File: src/verilog/starkPkg.sv
// =========================================================================
// Shared definitions for the dispatch stage
// Instruction and opcode field types
// Opcode constants for the FPU class and the integer class
// Credit count type and the dispatch controller state encoding
// =========================================================================

package starkPkg;

	// =========================================================================
	// Field types
	// =========================================================================

	// One instruction word as sent by the fetch unit
	typedef logic [31:0] instructionT;

	// Opcode field, taken from the low seven bits of the instruction
	typedef logic [6:0] opcodeT;

	// Free credit count of one issue port, enough for up to 15 credits
	typedef logic [3:0] creditT;

	// =========================================================================
	// Opcode constants
	// =========================================================================

	// FPU class, these are steered to the FPU issue port
	localparam opcodeT opFlt = 7'h10;
	localparam opcodeT opAdd = 7'h11;
	localparam opcodeT opCmp = 7'h12;
	localparam opcodeT opAnd = 7'h13;
	localparam opcodeT opOr = 7'h14;
	localparam opcodeT opXor = 7'h15;
	localparam opcodeT opMov = 7'h16;
	localparam opcodeT opNop = 7'h17;

	// Integer class, these are steered to the integer issue port
	localparam opcodeT opLoad = 7'h20;
	localparam opcodeT opStore = 7'h21;
	localparam opcodeT opBranch = 7'h22;
	localparam opcodeT opShift = 7'h23;
	localparam opcodeT opMul = 7'h24;

	// Any other opcode value is illegal and gets dropped at dispatch

	// =========================================================================
	// Controller states
	// =========================================================================

	// Idle means the buffer is empty
	// Issue means the head went out on the last decision
	// Stall means the head is held because its port has no credit
	typedef enum logic [1:0]
	{
		stIdle,
		stIssue,
		stStall
	} dispatchStateT;

endpackage

File: src/verilog/starkDecodeUnit.sv
// =========================================================================
// Opcode classifier for the head of the instruction buffer
// Flags an FPU-class opcode and flags any legal opcode
// Purely combinational, one table lookup per class
// =========================================================================

`timescale 1ns/1ns

module starkDecodeUnit (
	input starkPkg::instructionT instr,
	output logic isFpu,
	output logic isLegal
);
	import starkPkg::*;

	// Opcode field of the instruction being looked at
	opcodeT opcode;

	// FPU class table, every other code is not an FPU op
	function automatic logic fnIsFpu(input opcodeT op);
	begin
		case (op)
		opFlt:	fnIsFpu = 1'b1;
		opAdd:	fnIsFpu = 1'b1;
		opCmp:	fnIsFpu = 1'b1;
		opAnd:	fnIsFpu = 1'b1;
		opOr:	fnIsFpu = 1'b1;
		opXor:	fnIsFpu = 1'b1;
		opMov:	fnIsFpu = 1'b1;
		opNop:	fnIsFpu = 1'b1;
		default:	fnIsFpu = 1'b0;
		endcase
	end
	endfunction

	// Integer class table
	function automatic logic fnIsInt(input opcodeT op);
	begin
		case (op)
		opLoad:	fnIsInt = 1'b1;
		opStore:	fnIsInt = 1'b1;
		opBranch:	fnIsInt = 1'b1;
		opShift:	fnIsInt = 1'b1;
		opMul:	fnIsInt = 1'b1;
		default:	fnIsInt = 1'b0;
		endcase
	end
	endfunction

	// The opcode sits in the low bits of the word
	assign opcode = instr[6:0];

	assign isFpu = fnIsFpu(opcode);

	// Legal is anything found in either table
	// The two tables do not overlap, so isFpu alone picks the port
	assign isLegal = fnIsFpu(opcode) || fnIsInt(opcode);

endmodule

File: src/verilog/starkCreditCounter.sv
// =========================================================================
// Credit counter for one issue port
// Loads the starting credits at reset, counts down on take
// and up on a credit returned by the consumer
// =========================================================================

`timescale 1ns/1ns

module starkCreditCounter #(
	parameter int Credits = 3
) (
	input logic clk,
	input logic rst,
	input logic take,
	input logic giveBack,
	output logic hasCredit
);
	import starkPkg::*;

	// Free credits held for this port
	creditT count;

	// A take and a return in the same cycle cancel out
	always_ff @(posedge clk)
	begin
		if (rst)
			count <= creditT'(Credits);
		else if (take && !giveBack)
			count <= count - creditT'(1);
		else if (giveBack && !take)
			count <= count + creditT'(1);
	end

	// The port may issue whenever one credit is left
	assign hasCredit = (count != '0);

	// =========================================================================
	// Checks
	// =========================================================================

	// The controller must never take from an empty counter
	// since that would mean it issued to a port without credit
	takeAtZero: assert property (@(posedge clk) disable iff (rst)
		take |-> (count != '0));

	// The consumer must not return more than it was given
	overCredit: assert property (@(posedge clk) disable iff (rst)
		count <= creditT'(Credits));

endmodule

File: src/verilog/starkInstrBuffer.sv
// =========================================================================
// Instruction buffer between the fetch unit and dispatch
// Circular FIFO with read pointer, write pointer and occupancy count
// Returns one upstream credit, registered, for every entry popped
// =========================================================================

`timescale 1ns/1ns

module starkInstrBuffer #(
	parameter int FifoDepth = 4
) (
	input logic clk,
	input logic rst,
	input logic inValid,
	input starkPkg::instructionT inInstr,
	input logic pop,
	output logic headValid,
	output starkPkg::instructionT headInstr,
	output logic inCredit
);
	import starkPkg::*;

	// Pointer width stays at least one bit for a single entry buffer
	localparam int PtrW = (FifoDepth > 1) ? $clog2(FifoDepth) : 1;
	localparam int CntW = $clog2(FifoDepth + 1);

	// Entry storage, payload only
	instructionT mem [FifoDepth];

	logic [PtrW-1:0] rdPtr;
	logic [PtrW-1:0] wrPtr;
	logic [CntW-1:0] count;
	logic full;
	logic wrEn;

	assign full = (count == CntW'(FifoDepth));

	// Upstream only sends while it holds a credit, so full is a guard
	assign wrEn = inValid && !full;

	always_ff @(posedge clk)
	begin
		if (wrEn)
			mem[wrPtr] <= inInstr;
	end

	// Pointers wrap at the depth so any depth works, not only powers of two
	always_ff @(posedge clk)
	begin
		if (rst)
		begin
			rdPtr <= '0;
			wrPtr <= '0;
			count <= '0;
			inCredit <= 1'b0;
		end
		else
		begin
			if (wrEn)
				wrPtr <= (wrPtr == PtrW'(FifoDepth - 1)) ? '0 : wrPtr + 1'b1;
			if (pop)
				rdPtr <= (rdPtr == PtrW'(FifoDepth - 1)) ? '0 : rdPtr + 1'b1;
			if (wrEn && !pop)
				count <= count + 1'b1;
			else if (pop && !wrEn)
				count <= count - 1'b1;
			// Each drained entry frees a slot, illegal ones included
			inCredit <= pop;
		end
	end

	// Head is visible in the cycle after it is written
	assign headValid = (count != '0);
	assign headInstr = mem[rdPtr];

	// =========================================================================
	// Checks
	// =========================================================================

	// A write while full means upstream sent without a credit
	noOverrun: assert property (@(posedge clk) disable iff (rst)
		inValid |-> !full);

	// The controller only pops a valid head
	noUnderrun: assert property (@(posedge clk) disable iff (rst)
		pop |-> headValid);

endmodule

File: src/verilog/starkDispatchCtrl.sv
// =========================================================================
// Dispatch controller
// Pops the buffer head when its port has credit and takes that credit
// Registers the issue outputs and the illegal pulse
// Tracks idle, issue and stall in a small FSM
// =========================================================================

`timescale 1ns/1ns

module starkDispatchCtrl (
	input logic clk,
	input logic rst,
	input logic headValid,
	input logic isFpu,
	input logic isLegal,
	input starkPkg::instructionT headInstr,
	input logic fpuHasCredit,
	input logic intHasCredit,
	output logic pop,
	output logic fpuTake,
	output logic intTake,
	output logic fpuValid,
	output logic intValid,
	output logic illegal,
	output starkPkg::instructionT fpuInstr,
	output starkPkg::instructionT intInstr
);
	import starkPkg::*;

	dispatchStateT state;
	dispatchStateT nextState;
	logic portReady;

	// Illegal heads need no credit, they are simply dropped
	assign portReady = !isLegal || (isFpu ? fpuHasCredit : intHasCredit);

	// Pop and take happen together so one instruction can leave per cycle
	// A head whose port is out of credit blocks the other port as well
	assign pop = headValid && portReady;
	assign fpuTake = pop && isLegal && isFpu;
	assign intTake = pop && isLegal && !isFpu;

	// =========================================================================
	// State machine
	// =========================================================================

	always_comb
	begin
		nextState = state;
		case (state)
		stIdle, stIssue:
			begin
				if (!headValid)
					nextState = stIdle;
				else if (portReady)
					nextState = stIssue;
				else
					nextState = stStall;
			end
		stStall:
			begin
				// The head is held until its port gets a credit back
				if (!headValid)
					nextState = stIdle;
				else if (portReady)
					nextState = stIssue;
			end
		default:
			nextState = stIdle;
		endcase
	end

	always_ff @(posedge clk)
	begin
		if (rst)
		begin
			state <= stIdle;
			fpuValid <= 1'b0;
			intValid <= 1'b0;
			illegal <= 1'b0;
		end
		else
		begin
			state <= nextState;
			fpuValid <= fpuTake;
			intValid <= intTake;
			// Dropped heads are flagged one cycle after the pop
			illegal <= pop && !isLegal;
		end
	end

	// Issue payload follows the valid registers
	always_ff @(posedge clk)
	begin
		if (fpuTake)
			fpuInstr <= headInstr;
		if (intTake)
			intInstr <= headInstr;
	end

	// Only one instruction leaves per cycle, so the ports never fire together
	oneIssue: assert property (@(posedge clk) disable iff (rst)
		!(fpuValid && intValid));

	// While stalled the buffer must keep presenting the same head
	// since nothing was popped on the edge that entered the stall
	holdOnStall: assert property (@(posedge clk) disable iff (rst)
		(state == stStall) |-> (headValid && $stable(headInstr)));

endmodule

File: src/verilog/starkDispatch.sv
// =========================================================================
// Dispatch stage top level
// Instruction buffer, opcode decoder, dispatch controller
// and one credit counter for each issue port
// =========================================================================

`timescale 1ns/1ns

module starkDispatch #(
	parameter int FifoDepth = 4,
	parameter int FpuCredits = 3,
	parameter int IntCredits = 3
) (
	input logic clk,
	input logic rst,
	input logic inValid,
	input starkPkg::instructionT inInstr,
	input logic fpuCreditReturn,
	input logic intCreditReturn,
	output logic inCredit,
	output logic fpuValid,
	output starkPkg::instructionT fpuInstr,
	output logic intValid,
	output starkPkg::instructionT intInstr,
	output logic illegal
);
	import starkPkg::*;

	// Buffer head as seen by the decoder and the controller
	logic headValid;
	instructionT headInstr;

	// Classification of the head
	logic isFpu;
	logic isLegal;

	// Controller handshakes
	logic pop;
	logic fpuTake;
	logic intTake;
	logic fpuHasCredit;
	logic intHasCredit;

	// The buffer depth is also the number of credits upstream starts with
	starkInstrBuffer #(
		.FifoDepth(FifoDepth)
	) buffer_i (
		.clk(clk),
		.rst(rst),
		.inValid(inValid),
		.inInstr(inInstr),
		.pop(pop),
		.headValid(headValid),
		.headInstr(headInstr),
		.inCredit(inCredit)
	);

	starkDecodeUnit decode_i (
		.instr(headInstr),
		.isFpu(isFpu),
		.isLegal(isLegal)
	);

	starkDispatchCtrl ctrl_i (
		.clk(clk),
		.rst(rst),
		.headValid(headValid),
		.isFpu(isFpu),
		.isLegal(isLegal),
		.headInstr(headInstr),
		.fpuHasCredit(fpuHasCredit),
		.intHasCredit(intHasCredit),
		.pop(pop),
		.fpuTake(fpuTake),
		.intTake(intTake),
		.fpuValid(fpuValid),
		.intValid(intValid),
		.illegal(illegal),
		.fpuInstr(fpuInstr),
		.intInstr(intInstr)
	);

	// One counter per port, credits come back from each consumer
	starkCreditCounter #(
		.Credits(FpuCredits)
	) fpuCredit_i (
		.clk(clk),
		.rst(rst),
		.take(fpuTake),
		.giveBack(fpuCreditReturn),
		.hasCredit(fpuHasCredit)
	);

	starkCreditCounter #(
		.Credits(IntCredits)
	) intCredit_i (
		.clk(clk),
		.rst(rst),
		.take(intTake),
		.giveBack(intCreditReturn),
		.hasCredit(intHasCredit)
	);

endmodule

File: config.mk
export PLATFORM = sky130hd
export DESIGN_NAME = starkDispatch
export DESIGN_NICKNAME = d
export VERILOG_FILES = /design/src/verilog/starkPkg.sv /design/src/verilog/starkDecodeUnit.sv /design/src/verilog/starkCreditCounter.sv /design/src/verilog/starkInstrBuffer.sv /design/src/verilog/starkDispatchCtrl.sv /design/src/verilog/starkDispatch.sv
export SDC_FILE = /design/constraint.sdc
export NUM_CORES = 1
export LEC_CHECK = 0
export BUFFER_PORTS_ARGS = -buffer_cell sky130_fd_sc_hd__buf_2
export CAP_MARGIN = 25
export CORE_AREA = 2 2 152 154
export DETAILED_ROUTE_END_ITERATION = 10
export DIE_AREA = 0 0 154 156
export GPL_ROUTABILITY_DRIVEN = 0
export PLACE_DENSITY = 0.5
export SLEW_MARGIN = 40
export SYNTH_ARGS = -nofsm -noshare
export SYNTH_HDL_FRONTEND = slang
export SYNTH_SLANG_ARGS = --single-unit
File: constraint.sdc
create_clock -name clk -period 5.8 [get_ports clk]
set_input_delay 1.16 -clock clk [delete_from_list [all_inputs] [get_ports clk]]
set_output_delay 1.16 -clock clk [all_outputs]
set_load 0.1 [all_outputs]
==> flow_metrics.tcl, run 1 <==
set metrics [dict create \
    yosys-top-cells-area "edfxtp_1, mux4_2, dfxtp_1" \
    cts_resized 0 \
    clk_pin_slew_ns 0.06 \
    cap_violations 0 \
    first_global_vias 3946 \
    initial_core_util_pct 34.3 \
    share_seq_of_total_power_pct 43.5 \
    clk_latency_ns 0.51 \
    drtIter0Drc 216 \
    ys_ff_latch 213 \
    cts_tree "built" \
    cts_setup_buffers 0 \
    via_per_inst 4.66 \
    yosysSeqAreaShare_pct 80.5 \
    core_mm2 0.0224 \
    synth_warnings 0 \
    critPathKind "reg2reg" \
    drv_slew 0 \
    grt_usage_pct 12.0 \
    slowest_delay_ns 0.65 \
    die_h_um 156 \
    yosysTopAreaCell "edfxtp_1" \
    grt_pass1_wl_um 21900 \
    fin_nets 529 \
    finalClockSkew_ns 0.00982 \
    worstPathMaxFanout 23 \
    rsz0062_at_grt "no" \
    finalSetupViolCount 0 \
    ir_worst_vdd_v 0.000220 \
    ant_nets 0 \
    cts-root-buf "clkbuf_16" \
    postLayoutCoreUtil_pct 42.3 \
    max_slew_margin_pct 60.5 \
    cp_slowest_cell "dfxtp_4" \
    arrival_ns 4.22 \
    swShare_pct 30.7 \
    total_power_mw 4.79 \
    port-buffer-count 104 \
    cp-end-kind "flop" \
    vias 3642 \
    combPwrFrac_pct 22.5 \
    fp.dieW_um 154 \
    synth_commonest_cells "edfxtp_1, mux4_2, dfxtp_1" \
    path_buf_inv 0 \
    synthesis.nets 405 \
    clkSinkCount 213 \
    share_clk_of_total_power_pct 34.0 \
    grt-ovfl-total 0 \
    period_needed_ns 3.78 \
    area_growth_pct 23.1 \
    setup_tns_ns 0 \
    remaining_drc_errors 0 \
    hp-class "reg2reg" \
    drive_above_1_share_pct 39.4 \
    holdWs_ns 0.491 \
    cts_max_level 1 \
    startpoint_type "flop" \
    first_pass_iters 6 \
    rows 55 \
    hold_violations 0 \
    finalWirelength_um 14300 \
    internal-power_mw 3.32 \
    crit_family "simple AND/OR/NAND/NOR gates" \
    clock.fmax_mhz 264 \
    synth_edf_count 192 \
    ios 105 \
    critPathRequiredTime_ns 6.23 \
    ys_types 34 \
    synth.avg_cell_area_um2 21.8 \
    outcome "finished clean" \
    async_reset_ff_share_pct 0 \
    synth_flop_cell "edfxtp_1" \
    fill_cells 1998 \
    dieArea_mm2 0.0240 \
    cts_buffer_depth 3 \
    synth_cells 353 \
    leakagePower_nw 3.32 \
    powerDensity_mw_per_mm2 506 \
    crit_chain "mux4_2 -> or4b_4 -> nand2_1 -> nand3_1 -> nor2_4 -> ha_1 -> ha_1 -> a21o_1 -> a21oi_1 -> xnor2_1 -> or3_1 -> a21oi_1" \
    detail_route.wl_per_cell_um 18.3 \
    tightestPinTransition_ns 0.591 \
    grt_max_degree 33 \
    antenna_found_initial 4 \
    power.switching_mw 1.47 \
    fin_crit_sh_pct 65.2 \
    syn_area_mm2 0.00768 \
    yosysMostFrequentCell "edfxtp_1" \
    cts_buffers 24 \
    synth_top_area_share_pct 75.0 \
    hpwl_um 8720 \
    cts_hold_buf 0 \
]
==> registers in the layout, indices dropped and copies added (netlist names), named ones only <==
register / count
ctrl_i.fpuInstr: 32
buffer_i.inCredit: 1
buffer_i.mem: 128
ctrl_i.fpuValid: 1
ctrl_i.intValid: 1
buffer_i.wrPtr: 2
fpuCredit_i.count: 4
buffer_i.count: 3
ctrl_i.intInstr: 32
intCredit_i.count: 4
ctrl_i.illegal: 1
buffer_i.rdPtr: 2
==> layer usage <==
| layer | wire length [um] | track usage (%) | vias up |
|---|---|---|---|
| met5 | 27 | 0 | - |
| met4 | 298 | 4.01 | 4 |
| met3 | 867 | 3.36 | 26 |
| met2 | 7230 | 21.0 | 101 |
| met1 | 5880 | 14.4 | 1847 |
| li1 | - | - | 1664 |
==> worst reg2reg max path, delay by kind of cell (launching register included) <==
family | cells | cell delay, ns
AOI/OAI and AO/OA | 3 | 0.51
xor gates and xnor gates | 1 | 0.09
adders and majority gates | 2 | 0.44
DFF | 1 | 0.65
muxes | 1 | 0.62
and+or+nand+nor | 5 | 1.40
==> stage by stage <==
step / worst slack (ns) / instance area (um2) / instances
floorplan: 1.06 / 7680 / 353
global placement: 1.78 / 8560 / 736
detailed placement: 1.93 / 8570 / 736
CTS: 1.93 / 9450 / 780
global route: 1.69 / 9450 / 781
finish: 2.02 / 9450 / 782
==> cell usage in the layout (no fill, tap or decap), types with 4 or more instances in the layout <==
cell	synthesis	layout
xor2_1	6	6
nor2_1	18	16
nand2b_1	4	4
a21oi_1	7	7
o21ai_0	4	4
inv_1	11	11
edfxtp_1	192	192
mux4_2	32	32
clkinvlp_4	0	4
mux2i_1	5	5
and2_4	0	4
buf_2	3	104
ha_1	12	12
clkbuf_16	0	25
bufinv_16	0	5
dfxtp_1	21	19
==> cell families (layout without fill, tap and decap cells) <==
kind of cell | Yosys count | in the layout | share of synthesized area, %
xor+xnor | 8 | 8 | 0.912
flops | 213 | 213 | 80.5
simple gates | 42 | 42 | 2.87
mux | 38 | 38 | 10.2
fa+ha+maj | 15 | 15 | 2.74
compound gates | 17 | 17 | 1.61
buf+inv | 20 | 162 | 1.12
other cells | 0 | 2 | 0
==> area by class of cell <==
cell class                 count  area [um2]  share of cell area, %
clock inverter                19         254                   2.69
inverter                      11        41.3                  0.437
tap                          285         357                   3.77
timing repair buffer         107         543                   5.74
sequential                   213        6190                   65.5
clock buffer                  25         626                   6.62
antenna                        2        5.00                 0.0529
multi-input combinational    120        1440                   15.2
==> power by group through the flow <==
stage	registers (mW)	clock network, mW	logic [mW]
floorplan	2.40	0	0.550
global placement	2.11	0	1.07
detailed placement	2.13	0	1.09
CTS	2.10	1.67	1.10
global route	2.11	1.73	1.16
finish	2.08	1.63	1.08
==> final timing paths <==
kind / from / slack, ns / cells after the start / endpoint
setup / recovery: flop / 2.02 / 12 / intCredit_i.count[3]$_SDFFE_PP0P_
hold reg to reg: fpuCredit_i.count[3]$_SDFFE_PP0P_ / 0.49 / 2 / fpuCredit_i.count[3]$_SDFFE_PP0P_
hold / removal: fpuCredit_i.count[3]$_SDFFE_PP0P_ / 0.49 / 2 / fpuCredit_i.count[3]$_SDFFE_PP0P_
setup reg to reg: flop / 2.02 / 12 / intCredit_i.count[3]$_SDFFE_PP0P_
Power figures use the tool's default switching activity.
==> inputs of run 2 (changes only) <==
--- a/config.mk
+++ b/config.mk
@@ -5,11 +5,12 @@
 export SDC_FILE = /design/constraint.sdc
 export NUM_CORES = 1
 export LEC_CHECK = 0
+export ABC_AREA = 1
 export BUFFER_PORTS_ARGS = -buffer_cell sky130_fd_sc_hd__buf_2
 export CAP_MARGIN = 25
-export CORE_AREA = 2 2 152 154
+export CORE_AREA = 2 2 154 156
 export DETAILED_ROUTE_END_ITERATION = 10
-export DIE_AREA = 0 0 154 156
+export DIE_AREA = 0 0 156 158
 export GPL_ROUTABILITY_DRIVEN = 0
 export PLACE_DENSITY = 0.5
 export SLEW_MARGIN = 40
==> constraint.sdc (replaced) <==
create_clock -name clk -period 3.5 [get_ports clk]
set_input_delay 0.7 -clock clk [delete_from_list [all_inputs] [get_ports clk]]
set_output_delay 0.7 -clock clk [all_outputs]
set_load 0.1 [all_outputs]
==> run 2 against run 1 <==
  * Clock power is 34% higher
  * Largest power group unchanged
  * Hold slack worse by 0.084 ns
  * Via count is 26% higher
  * Global-route usage is 0.86 points higher
  * Highest routed layer is now met4
  * Combinational power is 120% higher
  * Non-clock buffer count is 9 higher
  * Worst setup slack worse by 1.6 ns
==> flow_metrics.tcl, run 2 <==
set metrics [dict create \
    outcome "finished clean" \
    yosysMostFrequentCell "edfxtp_1" \
    ys_types 27 \
    hp-class "in2reg" \
    synth_flop_cell "edfxtp_1" \
    ios 105 \
    port-buffer-count 104 \
    drv_slew 0 \
    drive_above_1_share_pct 25.4 \
    synth_top_area_share_pct 73.2 \
    grt_usage_pct 12.9 \
    synth.avg_cell_area_um2 14.5 \
    fin_crit_sh_pct 88.9 \
    synth_cells 544 \
    critPathRequiredTime_ns 3.88 \
    mostFrequentLayoutCells "edfxtp_1, buf_2, o21ai_0" \
    finalClockSkew_ns 0.0180 \
    arrival_ns 3.49 \
    final_cell_area_mm2 0.00950 \
    cts_buffer_depth 3 \
    cap_violations 0 \
    leakagePower_nw 3.53 \
    fin_ws_ns 0.388 \
    largest_register_ffs 128 \
    power.switching_mw 2.94 \
    first_pass_iters 4 \
    clk_pin_slew_ns 0.06 \
    tightestPinTransition_ns 0.777 \
    clock.fmax_mhz 321 \
    swShare_pct 36.8 \
    fill_cells 2093 \
    r2r_setup_slack_ns 0.39 \
    rsz0062_at_grt "no" \
    top_regs "buffer_i.mem: 128 flops, ctrl_i.fpuInstr: 32 flops, ctrl_i.intInstr: 32 flops" \
    grt-ovfl-total 0 \
    via_per_inst 4.69 \
    holdPathEnd "buffer_i.mem[0][29]$_DFFE_PP_" \
    powerDensity_mw_per_mm2 842 \
    yosys-top-cells-area "edfxtp_1, dfxtp_1, o21ai_0" \
    finalWirelength_um 16200 \
    synth_warnings 0 \
    cts-root-buf "clkbuf_16" \
    cts_hold_buf 0 \
    rows 56 \
    crit_chain "inv_2 -> nand2_1 -> nand3_2 -> nand2_1 -> nor2_2 -> nand2_2 -> nand2_1 -> nand2_2 -> nand2_4 -> nand2_4 -> nor2_4 -> ha_1 -> ha_1 -> a21oi_1 -> nand2_1 -> a21oi_1 -> o21ai_0 -> o21ai_0 -> a21oi_1" \
    fin_nets 716 \
    internal-power_mw 5.06 \
    share_clk_of_total_power_pct 27.2 \
    antenna_found_initial 3 \
    share_seq_of_total_power_pct 42.4 \
    whs_path_depth 1 \
    total_power_mw 8.00 \
    dieArea_mm2 0.0246 \
    synth_commonest_cells "edfxtp_1, nor2_1, o21ai_0" \
    r2r-end "fpuCredit_i.count[3]$_SDFFE_PP0P_" \
    max_slew_margin_pct 48.1 \
    critPathKind "reg2reg" \
    dp_slack_ns 0.439 \
    worstPathMaxFanout 33 \
    grt_pass1_wl_um 24200 \
    detail_route.wl_per_cell_um 16.6 \
    yosysTopAreaCell "edfxtp_1" \
    period_needed_ns 3.11 \
    die_h_um 158 \
    ir_worst_vdd_v 0.000319 \
    ys_ff_latch 213 \
    clkSinkCount 213 \
    combPwrFrac_pct 30.3 \
    yosysSeqAreaShare_pct 78.5 \
    place_area_mm2 0.00880 \
    ant_nets 0 \
    drtIter0Drc 295 \
    fp.dieW_um 156 \
    hpwl_um 10300 \
    cts_setup_buffers 0 \
    clk_latency_ns 0.51 \
    cp-end-kind "flop" \
    area_growth_pct 20.6 \
    rr_worst_depth 19 \
    cts_buffers 23 \
    cts_max_level 1 \
    vias 4572 \
    cts_tree "built" \
    startpoint_type "flop" \
    cts_resized 0 \
    synth_edf_count 192 \
    first_global_vias 4556 \
    hold_violations 0 \
    cp_slowest_cell "inv_2" \
    hp-start "inInstr[29]" \
    grt_max_degree 35 \
    final_common_cell "edfxtp_1" \
    async_reset_ff_share_pct 0 \
    regMostFlops "buffer_i.mem" \
    syn_area_mm2 0.00788 \
    slowest_delay_ns 0.40 \
    remaining_drc_errors 0 \
    core_mm2 0.0231 \
    finalSetupViolCount 0 \
    initial_core_util_pct 34.2 \
    worst_path_most_repeated_cell "nand2_1" \
    synthesis.nets 596 \
]
-- run 2: cell count changes in the layout (fill, tap and decap cells not counted), sizes merged, moves of 5 or more --
cell    delta
mux2i      -5
buf        +9
inv       +31
a21oi     +10
nand2     +48
nor2      +52
nand3     +17
mux4      -32
xor2       -6
bufinv     -5
o22ai     +25
o21ai     +61
-- run 2: stage by stage --
step / std cells / hold slack (ns) / utilization, % / TNS, ns
6_report: 974 / 0.407 / 41.2 / 0
4_1_cts: 971 / 0.384 / 41.2 / 0
5_1_grt: 972 / 0.387 / 41.2 / 0
3_3_place_gp: 929 / 0.449 / 38.2 / 0
2_1_floorplan: 544 / 0.439 / - / -0.0288
3_5_place_dp: 929 / 0.460 / 38.2 / 0
-- run 2: routing by layer --
| layer | vias to the layer above | share of wire, % | global-route usage, % |
|---|---|---|---|
| li1 | 2215 | - | - |
| met1 | 2205 | 41 | 15.0 |
| met2 | 121 | 50 | 23.2 |
| met3 | 31 | 6.4 | 3.20 |
| met4 | 0 | 2.5 | 4.50 |
| met5 | - | 0 | 0 |
-- run 2: power groups by stage --
stage               logic, mW  clock network (mW)  registers, mW
floorplan                1.10                   0           4.19
global placement         2.40                   0           3.43
detailed placement       2.47                   0           3.45
CTS                      2.47                2.25           3.40
global route             2.65                2.36           3.43
finish                   2.43                2.18           3.39
-- run 2: cell families (layout without fill, tap and decap cells) --
family	count (synthesis)	count (layout)	synth area share, %
buf+inv	61	198	3.24
fa+ha+maj	15	15	2.67
simple gates	143	143	7.83
xor+xnor	2	2	0.222
compound gates	110	110	7.54
flops	213	213	78.5
other cells	0	3	0
-- run 2: layout make-up --
cell class	count	area (um2)	area share [%]
flip-flops and latches	213	6190	65.1
repair buffers	116	611	6.42
clock inverters	13	75.1	0.790
well taps	290	363	3.82
inverters	40	150	1.58
multi-input cells	270	1490	15.7
clock buffers	29	618	6.50
diodes	3	7.51	0.0790
-- run 2: how the worst max path moves through the flow --
stage	from	to	slack [ns]	cells after the start
final	flop	fpuCredit_i.count[3]$_SDFFE_PP0P_	0.39	19
after global routing	flop	fpuCredit_i.count[3]$_SDFFE_PP0P_	0.09	19
after CTS	flop	fpuCredit_i.count[3]$_SDFFE_PP0P_	0.42	19
after detailed placement	flop	fpuCredit_i.count[3]$_SDFFE_PP0P_	0.44	19
after global placement	flop	intCredit_i.count[3]$_SDFFE_PP0P_	0.56	19
after floorplan	flop	fpuCredit_i.count[3]$_SDFFE_PP0P_	-0.02	21
-- run 2: critical path, delay by kind of cell, from the launching register on --
| kind | cells | cell delay [ns] |
|---|---|---|
| AND/OR/NAND/NOR | 11 | 1.09 |
| AO/OA/AOI/OAI | 5 | 0.63 |
| adder cells (fa/ha/maj) | 2 | 0.55 |
| buffers and inverters | 1 | 0.40 |
| flip-flops | 1 | 0.32 |
